## config.mk

```make
export PLATFORM = sky130hd
export DESIGN_NAME = mhq_top
export DESIGN_NICKNAME = d
export VERILOG_FILES = /design/src/logic/mhq_cfg_pkg.sv /design/src/logic/mhq_if_pkg.sv /design/src/logic/mhq_top.sv /design/src/logic/ccu_line_fetch.sv /design/src/logic/mhq_execute.sv /design/src/logic/mhq_lookup.sv
export SDC_FILE = /design/constraint.sdc
export NUM_CORES = 2
export LEC_CHECK = 0
export BUFFER_PORTS_ARGS = -buffer_cell sky130_fd_sc_hd__buf_4
export CORE_MARGIN = 2
export CORE_UTILIZATION = 62
export CTS_BUF_LIST = sky130_fd_sc_hd__clkbuf_2
export CTS_CLUSTER_DIAMETER = 60
export DETAILED_ROUTE_END_ITERATION = 8
export GPL_TIMING_DRIVEN = 0
export PLACE_DENSITY = 0.84
export SLEW_MARGIN = 10
export SYNTH_ARGS = -nofsm -noshare
export SYNTH_HDL_FRONTEND = slang
export SYNTH_SLANG_ARGS = --single-unit
```

## constraint.sdc

```tcl
create_clock -name clk -period 31.7 [get_ports clk]
set_input_delay 4.755 -clock clk [delete_from_list [all_inputs] [get_ports clk]]
set_output_delay 4.755 -clock clk [all_outputs]
set_load 0.05 [all_outputs]
```

## src/logic/mhq_cfg_pkg.sv

```systemverilog
// ####################################################################
// Miss handling queue sizing, index and address types
// ####################################################################

`default_nettype none

package mhq_cfg_pkg;

    // Queue sizing
    localparam int MHQ_DEPTH    = 4;
    localparam int MHQ_IDX_W    = $clog2(MHQ_DEPTH);

    // Address and data geometry
    localparam int ADDR_W       = 32;
    localparam int DATA_W       = 32;
    localparam int WORD_BYTES   = DATA_W / 8;
    localparam int LINE_BYTES   = 16;
    localparam int LINE_W       = LINE_BYTES * 8;
    localparam int OFFSET_W     = $clog2(LINE_BYTES);
    localparam int LINE_ADDR_W  = ADDR_W - OFFSET_W;

    // Shortest line fetch in cycles
    localparam int CCU_BASE_LAT = 2;

    typedef logic [MHQ_IDX_W-1:0]   mhq_idx_t;
    // Extra top bit tells full from empty
    typedef logic [MHQ_IDX_W:0]     mhq_ptr_t;
    typedef logic [LINE_ADDR_W-1:0] line_addr_t;
    typedef logic [LINE_W-1:0]      line_data_t;

endpackage

`default_nettype wire
```

## src/logic/mhq_if_pkg.sv

```systemverilog
// ####################################################################
// Miss handling queue request, lookup result and fill records
// ####################################################################

`default_nettype none

package mhq_if_pkg;
    import mhq_cfg_pkg::*;

    // Miss request from the cache
    typedef struct packed {
        logic                  is_store;
        logic [ADDR_W-1:0]     addr;
        logic [DATA_W-1:0]     wr_data;
        logic [WORD_BYTES-1:0] byte_sel;
    } mhq_req_t;

    // Lookup stage result handed to execute
    typedef struct packed {
        logic                  alloc;
        logic                  merge;
        logic                  we;
        mhq_idx_t              tag;
        line_addr_t            addr;
        logic [OFFSET_W-1:0]   offset;
        logic [DATA_W-1:0]     wr_data;
        logic [WORD_BYTES-1:0] byte_sel;
    } mhq_lu_t;

    // Line fill returned to the cache
    typedef struct packed {
        mhq_idx_t              tag;
        logic                  dirty;
        logic [ADDR_W-1:0]     addr;
        line_data_t            data;
    } mhq_fill_t;

endpackage

`default_nettype wire

```

## src/logic/mhq_top.sv

```systemverilog
// ####################################################################
// Miss handling queue top, lookup, execute and line fetch
// ####################################################################

`timescale 1ns/1ps
`default_nettype none

module mhq_top
    import mhq_cfg_pkg::*;
    import mhq_if_pkg::*;
(
    input  logic      clk,
    input  logic      n_rst,

    input  logic      i_req_valid,
    input  mhq_req_t  i_req,
    output logic      o_req_ready,

    output logic      o_fill_valid,
    output mhq_fill_t o_fill
);

    logic [MHQ_DEPTH-1:0] entry_valid;
    line_addr_t           entry_addr [MHQ_DEPTH];
    mhq_ptr_t             head_next;
    mhq_ptr_t             tail_next;
    logic                 lu_en;
    mhq_lu_t              lu;
    logic                 ccu_en;
    line_addr_t           ccu_addr;
    logic                 ccu_done;
    line_data_t           ccu_data;

    mhq_lookup mhq_lookup_inst (
        .clk           (clk),
        .n_rst         (n_rst),
        .i_req_valid   (i_req_valid),
        .i_req         (i_req),
        .o_req_ready   (o_req_ready),
        .i_entry_valid (entry_valid),
        .i_entry_addr  (entry_addr),
        .i_head_next   (head_next),
        .i_tail_next   (tail_next),
        .o_lu_en       (lu_en),
        .o_lu          (lu)
    );

    mhq_execute mhq_execute_inst (
        .clk           (clk),
        .n_rst         (n_rst),
        .i_lu_en       (lu_en),
        .i_lu          (lu),
        .o_entry_valid (entry_valid),
        .o_entry_addr  (entry_addr),
        .o_head_next   (head_next),
        .o_tail_next   (tail_next),
        .o_ccu_en      (ccu_en),
        .o_ccu_addr    (ccu_addr),
        .i_ccu_done    (ccu_done),
        .i_ccu_data    (ccu_data),
        .o_fill_valid  (o_fill_valid),
        .o_fill        (o_fill)
    );

    ccu_line_fetch ccu_line_fetch_inst (
        .clk           (clk),
        .n_rst         (n_rst),
        .i_ccu_en      (ccu_en),
        .i_ccu_addr    (ccu_addr),
        .o_ccu_done    (ccu_done),
        .o_ccu_data    (ccu_data)
    );

endmodule

`default_nettype wire

```

## src/logic/ccu_line_fetch.sv

```systemverilog
// ####################################################################
// Line fetch model with address dependent latency and rule data
// ####################################################################

`timescale 1ns/1ps
`default_nettype none

module ccu_line_fetch
    import mhq_cfg_pkg::*;
(
    input  logic       clk,
    input  logic       n_rst,

    input  logic       i_ccu_en,
    input  line_addr_t i_ccu_addr,
    output logic       o_ccu_done,
    output line_data_t o_ccu_data
);

    // Wide enough for CCU_BASE_LAT plus the largest address term of 3
    localparam int CNT_W = $clog2(CCU_BASE_LAT + 4);

    logic             busy_q;
    logic [CNT_W-1:0] cnt_q;
    logic [CNT_W-1:0] lat_m1;
    logic             start;

    assign start  = i_ccu_en & ~busy_q;
    assign lat_m1 = CNT_W'(CCU_BASE_LAT - 1) + CNT_W'(i_ccu_addr[1:0]);

    assign o_ccu_done = busy_q & (cnt_q == '0);

    always_ff @(posedge clk) begin
        if (!n_rst) begin
            busy_q <= 1'b0;
            cnt_q  <= '0;
        end else if (start) begin
            busy_q <= 1'b1;
            cnt_q  <= lat_m1;
        end else if (o_ccu_done) begin
            busy_q <= 1'b0;
        end else if (busy_q) begin
            cnt_q  <= cnt_q - 1'b1;
        end
    end

    // Byte k of line L reads as L * LINE_BYTES + k, mod 256
    always_comb begin
        for (int k = 0; k < LINE_BYTES; k++) begin
            o_ccu_data[k*8 +: 8] = 8'({i_ccu_addr, OFFSET_W'(k)});
        end
    end

    a_addr_stable: assert property (@(posedge clk) disable iff (!n_rst)
        busy_q |-> (i_ccu_en && $stable(i_ccu_addr)))
        else $error("line fetch request changed while pending");

endmodule

`default_nettype wire

```

## src/logic/mhq_execute.sv

```systemverilog
// ####################################################################
// MHQ execute stage, entry storage, store merge and fill assembly
// ####################################################################

`timescale 1ns/1ps
`default_nettype none

module mhq_execute
    import mhq_cfg_pkg::*;
    import mhq_if_pkg::*;
(
    input  logic                 clk,
    input  logic                 n_rst,

    input  logic                 i_lu_en,
    input  mhq_lu_t              i_lu,

    // Unregistered feedback to lookup
    output logic [MHQ_DEPTH-1:0] o_entry_valid,
    output line_addr_t           o_entry_addr [MHQ_DEPTH],
    output mhq_ptr_t             o_head_next,
    output mhq_ptr_t             o_tail_next,

    output logic                 o_ccu_en,
    output line_addr_t           o_ccu_addr,
    input  logic                 i_ccu_done,
    input  line_data_t           i_ccu_data,

    output logic                 o_fill_valid,
    output mhq_fill_t            o_fill
);

    logic [MHQ_DEPTH-1:0]  valid_q;
    logic [MHQ_DEPTH-1:0]  valid_next;
    logic                  dirty_q [MHQ_DEPTH];
    line_addr_t            addr_q  [MHQ_DEPTH];
    line_data_t            data_q  [MHQ_DEPTH];
    logic [LINE_BYTES-1:0] upd_q   [MHQ_DEPTH];

    mhq_ptr_t              head_q;
    mhq_ptr_t              tail_q;
    mhq_ptr_t              head_next;
    mhq_ptr_t              tail_next;
    mhq_ptr_t              count_q;
    mhq_idx_t              head_idx;

    logic                  alloc;
    logic                  ex_dirty;
    line_data_t            ex_data;
    logic [LINE_BYTES-1:0] ex_upd;
    logic                  fill_merge;
    line_data_t            fill_data;

    assign alloc     = i_lu_en & i_lu.alloc;
    assign head_idx  = head_q[MHQ_IDX_W-1:0];
    assign count_q   = tail_q - head_q;
    assign head_next = i_ccu_done ? head_q + 1'b1 : head_q;
    assign tail_next = alloc ? tail_q + 1'b1 : tail_q;

    assign o_head_next   = head_next;
    assign o_tail_next   = tail_next;
    assign o_entry_valid = valid_q;
    assign o_entry_addr  = addr_q;

    // Head entry is always the one being fetched
    assign o_ccu_en   = valid_q[head_idx];
    assign o_ccu_addr = addr_q[head_idx];

    always_comb begin
        for (int i = 0; i < MHQ_DEPTH; i++) begin
            valid_next[i] = (valid_q[i] | (alloc & (i_lu.tag == mhq_idx_t'(i))))
                          & ~(i_ccu_done & (head_idx == mhq_idx_t'(i)));
        end
    end

    // Store bytes land at offset + j, anything past the line end is dropped
    always_comb begin
        logic [OFFSET_W:0] pos;
        ex_dirty = i_lu.we | (i_lu.merge & dirty_q[i_lu.tag]);
        ex_data  = data_q[i_lu.tag];
        ex_upd   = i_lu.alloc ? '0 : upd_q[i_lu.tag];
        for (int j = 0; j < WORD_BYTES; j++) begin
            pos = {1'b0, i_lu.offset} + (OFFSET_W+1)'(j);
            if (i_lu.we && i_lu.byte_sel[j] && (pos < (OFFSET_W+1)'(LINE_BYTES))) begin
                ex_data[pos[OFFSET_W-1:0]*8 +: 8] = i_lu.wr_data[j*8 +: 8];
                ex_upd[pos[OFFSET_W-1:0]]         = 1'b1;
            end
        end
    end

    // Byte priority: enqueuing store, then earlier stores, then memory
    always_comb begin
        fill_merge = i_lu_en & i_lu.we & (i_lu.addr == addr_q[head_idx]);
        for (int i = 0; i < LINE_BYTES; i++) begin
            if (fill_merge && ex_upd[i]) begin
                fill_data[i*8 +: 8] = ex_data[i*8 +: 8];
            end else if (upd_q[head_idx][i]) begin
                fill_data[i*8 +: 8] = data_q[head_idx][i*8 +: 8];
            end else begin
                fill_data[i*8 +: 8] = i_ccu_data[i*8 +: 8];
            end
        end
    end

    always_ff @(posedge clk) begin
        if (!n_rst) begin
            valid_q <= '0;
        end else begin
            valid_q <= valid_next;
        end
    end

    // Allocate or merge into the tagged entry
    always_ff @(posedge clk) begin
        if (i_lu_en) begin
            dirty_q[i_lu.tag] <= ex_dirty;
            addr_q[i_lu.tag]  <= i_lu.addr;
            data_q[i_lu.tag]  <= ex_data;
            upd_q[i_lu.tag]   <= ex_upd;
        end
    end

    always_ff @(posedge clk) begin
        if (!n_rst) begin
            o_fill_valid <= 1'b0;
        end else begin
            o_fill_valid <= i_ccu_done;
        end
    end

    always_ff @(posedge clk) begin
        if (i_ccu_done) begin
            o_fill.tag   <= head_idx;
            o_fill.dirty <= dirty_q[head_idx] | fill_merge;
            o_fill.addr  <= {addr_q[head_idx], {OFFSET_W{1'b0}}};
            o_fill.data  <= fill_data;
        end
    end

    always_ff @(posedge clk) begin
        if (!n_rst) begin
            head_q <= '0;
            tail_q <= '0;
        end else begin
            head_q <= head_next;
            tail_q <= tail_next;
        end
    end

    // Lookup must hold back new lines once every entry is taken
    a_no_alloc_full: assert property (@(posedge clk) disable iff (!n_rst)
        alloc |-> (count_q != mhq_ptr_t'(MHQ_DEPTH)))
        else $error("MHQ allocation while full");

    a_done_on_valid: assert property (@(posedge clk) disable iff (!n_rst)
        i_ccu_done |-> valid_q[head_idx])
        else $error("line fetch done with no valid head entry");

endmodule

`default_nettype wire

```

## src/logic/mhq_lookup.sv

```systemverilog
// ####################################################################
// MHQ lookup stage, line match, tag choice and back-pressure
// ####################################################################

`timescale 1ns/1ps
`default_nettype none

module mhq_lookup
    import mhq_cfg_pkg::*;
    import mhq_if_pkg::*;
(
    input  logic                 clk,
    input  logic                 n_rst,

    input  logic                 i_req_valid,
    input  mhq_req_t             i_req,
    output logic                 o_req_ready,

    // Queue state fed back from execute
    input  logic [MHQ_DEPTH-1:0] i_entry_valid,
    input  line_addr_t           i_entry_addr [MHQ_DEPTH],
    input  mhq_ptr_t             i_head_next,
    input  mhq_ptr_t             i_tail_next,

    output logic                 o_lu_en,
    output mhq_lu_t              o_lu
);

    line_addr_t           req_line;
    mhq_ptr_t             count_next;
    logic [MHQ_DEPTH-1:0] in_range;
    logic [MHQ_DEPTH-1:0] hit_vec;
    logic                 byp_hit;
    logic                 hit;
    logic                 full;
    logic                 accept;
    mhq_idx_t             hit_tag;
    mhq_idx_t             tag;

    assign req_line   = i_req.addr[ADDR_W-1:OFFSET_W];
    assign count_next = i_tail_next - i_head_next;
    assign full       = (count_next == mhq_ptr_t'(MHQ_DEPTH));

    // An entry only counts if it is still occupied after this edge
    always_comb begin
        mhq_idx_t rel;
        for (int i = 0; i < MHQ_DEPTH; i++) begin
            rel         = mhq_idx_t'(i) - i_head_next[MHQ_IDX_W-1:0];
            in_range[i] = ({1'b0, rel} < count_next);
            hit_vec[i]  = i_entry_valid[i] & in_range[i] & (i_entry_addr[i] == req_line);
        end
    end

    // Entry being written by execute right now is not visible yet
    assign byp_hit = o_lu_en & o_lu.alloc & (o_lu.addr == req_line);
    assign hit     = (|hit_vec) | byp_hit;

    always_comb begin
        hit_tag = o_lu.tag;
        for (int i = 0; i < MHQ_DEPTH; i++) begin
            if (hit_vec[i]) begin
                hit_tag = mhq_idx_t'(i);
            end
        end
    end

    assign tag         = hit ? hit_tag : i_tail_next[MHQ_IDX_W-1:0];
    assign o_req_ready = hit | ~full;
    assign accept      = i_req_valid & o_req_ready;

    // Loads to a pending line need no work downstream
    always_ff @(posedge clk) begin
        if (!n_rst) begin
            o_lu_en <= 1'b0;
        end else begin
            o_lu_en <= accept & (~hit | i_req.is_store);
        end
    end

    always_ff @(posedge clk) begin
        if (accept) begin
            o_lu.alloc    <= ~hit;
            o_lu.merge    <= hit;
            o_lu.we       <= i_req.is_store;
            o_lu.tag      <= tag;
            o_lu.addr     <= req_line;
            o_lu.offset   <= i_req.addr[OFFSET_W-1:0];
            o_lu.wr_data  <= i_req.wr_data;
            o_lu.byte_sel <= i_req.byte_sel;
        end
    end

    // A line lives in at most one entry, including the one in flight
    a_single_match: assert property (@(posedge clk) disable iff (!n_rst)
        i_req_valid |-> $onehot0({hit_vec, byp_hit}))
        else $error("multiple MHQ entries match line %h", req_line);

endmodule

`default_nettype wire

```

### After elaboration in Yosys (flattened, before gate mapping)

Memories as Yosys holds them, arrays and structs flattened. A register that Yosys moved wholly into a read port is not among the register bits.
Cells that the tools add are included.
W data, S select, Z words.

* logic and storage cells: 254
* memories kept: 3
* bits in registers: 360
* bits of input ports: 72
* bits in writable memories: 580
* output and inout port bits: 165

* reduce and logical (&&, ||, !) cells: 37
* mux-type cells: 81
* order comparisons: 20
* bitwise operators: 51
* shift-type cells: 8
* add/sub/neg operators: 16
* equality and inequality tests: 15

Memory list
* mhq_execute_inst.data_q: depth 4, width 128, rd ports 2, clocked after memory_dff 2, write ports 1, RTL line mhq_execute.sv:37 `line_data_t data_q [MHQ_DEPTH];`
* mhq_execute_inst.upd_q: depth 4, width 16, rd ports 2, clocked after memory_dff 2, write ports 1, RTL line mhq_execute.sv:38 `logic [LINE_BYTES-1:0] upd_q [MHQ_DEPTH];`
* mhq_execute_inst.dirty_q: depth 4, width 1, rd ports 2, clocked after memory_dff 2, write ports 1, RTL line mhq_execute.sv:35 `logic dirty_q [MHQ_DEPTH];`

Operators by type and width (count)
* $bwmux W128: 4
* $mux W128: 4
* $shift A8 B34 Y128 const A: 4
* $shiftx A8 B34 Y128: 4
* $mux W8: 32
* $eq A28 B28 Y1: 6
* $neg A7 Y34: 4
* $bwmux W112: 1
* $mux W28: 3
* $mux W16: 5
* $or A16 B16 Y16: 4
* $bmux W28 S2: 1
* $demux W28 S2: 1
* $and A1 B1 Y1: 29
* $logic_and A1 B1 Y1: 29
* $lt A4 B5 Y1 const B: 5
* $mux W2: 11
* $demux W1 S4: 4
* $ge A4 B1 Y1 const B: 4
* $lt A5 B5 Y1 const B: 3
* $mux W3: 5
* $lt A2 B3 Y1: 4
* $add A4 B2 Y5 const B: 2
* $mux W1: 9
* other kinds (24): 50

### Depth between registers and ports, before layout

* depth after elaboration: 14
* mapped depth: 16

### Hierarchy

Synthesis repeated with hierarchy kept, for this count alone.

* cell total of the unflattened synthesis: 3467
* area total of the unflattened synthesis: 50992.7 um2

Modules (own cells, without submodules)
* mhq_execute: instances 1, sequential area each 25774.7 um2, cells each 2974, area an instance 45528.7 um2
* mhq_lookup: instances 1, sequential area each 2212.1 um2, cells each 336, area an instance 4235.3 um2
* ccu_line_fetch: instances 1, sequential area each 80.1 um2, cells each 157, area an instance 1228.7 um2

### Least setup slack after synthesis

Ideal clock, no wire load.

* path type: reg-to-output
* from: reg ccu_line_fetch_inst.busy_q
* to: out o_req_ready
* required time: 26.945 ns
* stages on the path, launching flop included: 13
* path slack: 15.730 ns
* arrival time: 11.215 ns
* cells stage by stage: dfxtp_1 clkbuf_1 nand2_1 nor2_1 mux2i_1 inv_1 fa_1 ha_1 nor2_1 nor2_1 o211ai_1 o2111ai_1 or3_1

* longest elaborated chain between the ends: 9

RTL lines
* from (decl): RTL line ccu_line_fetch.sv:23 `logic busy_q;`
* from (signal assigned): RTL line ccu_line_fetch.sv:35 `busy_q <= 1'b0;`
* from (signal assigned): RTL line ccu_line_fetch.sv:38 `busy_q <= 1'b1;`
* from (signal assigned): RTL line ccu_line_fetch.sv:41 `busy_q <= 1'b0;`
* $and A1 B1 Y1 *: RTL line ccu_line_fetch.sv:31 `assign o_ccu_done = busy_q & (cnt_q == '0);`
* net ccu_done: RTL line mhq_top.sv:31 `logic ccu_done;`
* $mux W3 *: RTL line mhq_execute.sv:57 `assign head_next = i_ccu_done ? head_q + 1'b1 : head_q;`
* net head_next[1]: RTL line mhq_top.sv:25 `mhq_ptr_t head_next;`
* $sub A3 B3 Y3 (tied with other cells): RTL line mhq_lookup.sv:41 `assign count_next = i_tail_next - i_head_next;`
* $lt A2 B3 Y1: RTL line mhq_lookup.sv:49 `in_range[i] = ({1'b0, rel} < count_next);`
* $and A1 B1 Y1 (2 in a row): RTL line mhq_lookup.sv:50 `hit_vec[i] = i_entry_valid[i] & in_range[i] & (i_entry_addr[i] == req_line);`
* $reduce_or A4 Y1: RTL line mhq_lookup.sv:56 `assign hit = (|hit_vec) | byp_hit;`
* $or A1 B1 Y1: RTL line mhq_lookup.sv:56
* $or A1 B1 Y1 *: RTL line mhq_lookup.sv:68 `assign o_req_ready = hit | ~full;`
* to (decl): RTL line mhq_top.sv:17 `output logic o_req_ready,`

Mark *: on every way through the listed nets, which the timed path passes. The rest lies on a longest branch.

### Worst setup path after layout

* from: reg mhq_execute_inst.head_q[1]
* to: out o_req_ready

* longest elaborated chain between the ends: 9

RTL lines
* from (decl): RTL line mhq_execute.sv:40 `mhq_ptr_t head_q;`
* from (signal assigned): RTL line mhq_execute.sv:145 `head_q <= head_next;`
* $add A3 B1 Y3: RTL line mhq_execute.sv:57
* $mux W3 *: RTL line mhq_execute.sv:57
* net head_next[1]: RTL line mhq_top.sv:25
* $sub A3 B3 Y3 (tied with other cells): RTL line mhq_lookup.sv:41
* $lt A2 B3 Y1: RTL line mhq_lookup.sv:49
* $and A1 B1 Y1 (2 in a row): RTL line mhq_lookup.sv:50
* $reduce_or A4 Y1: RTL line mhq_lookup.sv:56
* $or A1 B1 Y1: RTL line mhq_lookup.sv:56
* $or A1 B1 Y1 *: RTL line mhq_lookup.sv:68

Marks and branches as above.

==> out/metrics.yaml <==
status: "finished with violations"
violations: "capacitance limit, slew limit"
rsz0062_at_grt: "false"
cpMaxStageDelayCell: "fa_1"
p_int_uw: 2111
fillCellCount: 5274
layout.cells.non_filler: 5013
crit_chain: "clkbuf_1 > buf_1 > clkbuf_1 > clkbuf_2 > inv_1 > ha_1 > mux2i_1 > inv_1 > fa_1 > ha_1 > nor2_1 > nor2_1 > o211ai_1 > o2111ai_1 > or3_1 > buf_4"
die_h_um: 285.2
combPwrFrac_pct: 26.3
endpoint_kind: "primary output"
synth_edf_count: 924
fin_nets: 3882
ir_drop_uv: 43.22
hold_viol: 0
seqPwrFrac_pct: 48.5
numClockSinks: 942
critPathMaxFanout: 10
ant_nets: 0
cts_buffer_depth: 3
netlist_instances: 3272
met2WireLength_um: 79050
worst_pin_slew_ps: 1528
root_buffer: "clkbuf_2"
p_sw_uw: 1097
fin_area_mm2: 0.05507
wl_met1_um: 62810
synth_cell_types: 77
fp.dieArea_mm2: 0.08132
cp_data_required_time_ps: 26950
cp_slowest_stage_delay_ps: 720
postCtsSetupBuffers: 0
drv_cap: 2
finalSetupViolations: 0
port_buffers: 232
async_flop_share_pct: 0
cts_hold_buf: 0
viasPerCell: 7.149
yosys_most_used_dff: "edfxtp_1"
cts_tree: "yes"
hpwl_um: 129400
clock-skew-final_ps: 157.2
syn_area_per_cell_um2: 14.98
placed_cells: 4605
grt_max_degree: 48
slew_violations: 22
firstDrtPassIters: 8
hold_path_class: "reg2reg"
cts_max_level: 4
cellPowerDensity_mw_per_mm2: 58.26
pwr-share-clk_pct: 25.1
ctsResizeCount: 0
power.share.switching_pct: 34.19
synth_seq_cells: 942
power_leakage_uw: 0.01898
place_area_mm2: 0.05295
critPathKind: "reg2out"
grt_first_pass_wirelength_um: 252300
die_w_um: 285.2
pin_count: 237
fin_tns_setup_ps: 0
syn_area_mm2: 0.04902
wl_met3_um: 25470
cp-start-kind: "flip-flop"
initial_utilization_pct: 62.35
drc: 0
mostFrequentLayoutCells: "edfxtp_1, mux4_2, clkbuf_2"
vias: 35840
grt_pass1_vias: 34980
fin_crit_ps: 12290
drive_gt1_share_pct: 29.51
gp_congestion: 1.047
gr-total-overflow: 0
arrival_ps: 7530
cts_buffers: 219
antenna_found_initial: 12
finalCritPeriodShare_pct: 38.77
synth_warnings: 0
clk_latency_ps: 1610
routed.top_layer: "met5"
rows: 103
wl_per_cell_um: 35.87
syn_to_final_growth_pct: 12.34
routed_wl_um: 179800
max_slew_margin_pct: -1.899
grtUsageTotal_pct: 44.41
coreArea_mm2: 0.07861
timing.fmax_ghz: 0.08137
path_clk_slew_ps: 120
drtIter0Drc: 6493
final_common_cell: "edfxtp_1"
seq_area_frac_synth_pct: 57.34
[cell usage after synthesis (33+ instances only)]
| master | instances | area [µm²] |
|---|---|---|
| a211oi_1 | 52 | 390.4 |
| a21oi_1 | 85 | 425.4 |
| and2_1 | 67 | 419.2 |
| and3_1 | 54 | 337.8 |
| buf_1 | 33 | 123.9 |
| buf_2 | 40 | 200.2 |
| clkbuf_1 | 162 | 608.1 |
| edfxtp_1 | 924 | 27750 |
| mux2_1 | 72 | 810.8 |
| mux2_2 | 120 | 1351 |
| mux2i_1 | 170 | 1702 |
| mux4_2 | 319 | 7184 |
| nand2_1 | 197 | 739.5 |
| nand2b_1 | 55 | 344.1 |
| nand3_1 | 87 | 435.4 |
| nand4_1 | 40 | 250.2 |
| nor2_1 | 129 | 484.2 |
| o211ai_1 | 41 | 307.8 |
| o21ai_0 | 57 | 285.3 |
| xnor2_1 | 142 | 1244 |
| xor2_1 | 40 | 350.3 |
[registers in the layout, indices dropped and copies added (netlist names), named ones only]
signal and flops:
ccu_line_fetch_inst.cnt_q 3, mhq_execute_inst.o_entry_addr 112, mhq_lookup_inst.o_lu_en 1, mhq_execute_inst.o_fill_valid 1, mhq_execute_inst.head_q 3, mhq_execute_inst.data_q 512
mhq_execute_inst.o_entry_valid 4, mhq_execute_inst.tail_q 3, mhq_execute_inst.dirty_q 4, mhq_execute_inst.upd_q 64, mhq_execute_inst.o_fill 159, ccu_line_fetch_inst.busy_q 1
mhq_lookup_inst.o_lu 73
[cell families after synthesis]
kind of cell    count (synthesis)  share of synthesized area, %
fa+ha+maj                      33                        0.8577
other cells                     1                      0.007650
buf+inv                       276                         2.300
mux                           681                         22.54
flops                         942                         57.34
simple gates                  734                         7.545
compound gates                419                         5.971
xor+xnor                      186                         3.438
[stage by stage]
step / power (µW) / util (%) / setup slack [ps] / hold slack, ps
finish: 3208 / 70.05 / 19410 / 510.9
global route: 3301 / 70.02 / 19110 / 542.8
CTS: 3181 / 69.98 / 19430 / 510.6
detailed placement: 2394 / 67.36 / 19880 / 495.3
global placement: 2387 / 66.25 / 6795 / 477.4
floorplan: 2089 / - / 15730 / 458.1
[per-layer routing]
| metal | GRT usage [%] | up-vias |
|---|---|---|
| li1 | - | 14230 |
| met1 | 59.52 | 17670 |
| met2 | 63.86 | 3270 |
| met3 | 13.82 | 659 |
| met4 | 27.81 | 6 |
| met5 | 0 | - |
[power groups by stage]
stage	registers, µW	logic (µW)	clock network, µW
detailed placement	1580	812	0
global route	1560	869	870
CTS	1550	816	811
floorplan	1620	471	0
finish	1560	844	807
global placement	1610	781	0
[worst paths after layout]
path	from	end	cells after the start	slack, ps
worst max-delay path	mhq_execute_inst.head_q[1]$_SDFF_PN0_	o_req_ready	16	19410
worst min register to register	ccu_line_fetch_inst.cnt_q[0]$_SDFFE_PN0P_	ccu_line_fetch_inst.cnt_q[0]$_SDFFE_PN0P_	2	510
worst min-delay path	ccu_line_fetch_inst.cnt_q[0]$_SDFFE_PN0P_	ccu_line_fetch_inst.cnt_q[0]$_SDFFE_PN0P_	2	510
worst max register to register	mhq_execute_inst.head_q[1]$_SDFF_PN0_	mhq_lookup_inst.o_lu[39]$_DFFE_PP_	16	24890
[cell type report]
class | instances | area, µm² | share of cell area, %
antenna | 12 | 30.03 | 0.05453
buffer | 243 | 1037 | 1.884
clock buffer | 309 | 1546 | 2.808
clock inverter | 86 | 516.7 | 0.9384
inverter | 33 | 123.9 | 0.2249
multi-input combinational | 2057 | 19860 | 36.06
sequential | 942 | 28110 | 51.04
tap | 1050 | 1314 | 2.386
timing repair buffer | 281 | 2537 | 4.608
[worst max-delay path: cells and delay by family, from the launching register on]
family                   cells  cell delay, ps
flip-flops                   1             420
adder cells (fa/ha/maj)      3            1310
multiplexers                 1             460
AO/OA/AOI/OAI                2             480
buffers and inverters        7            2590
AND/OR/NAND/NOR              3             620
(Power assumes the default switching activity.)
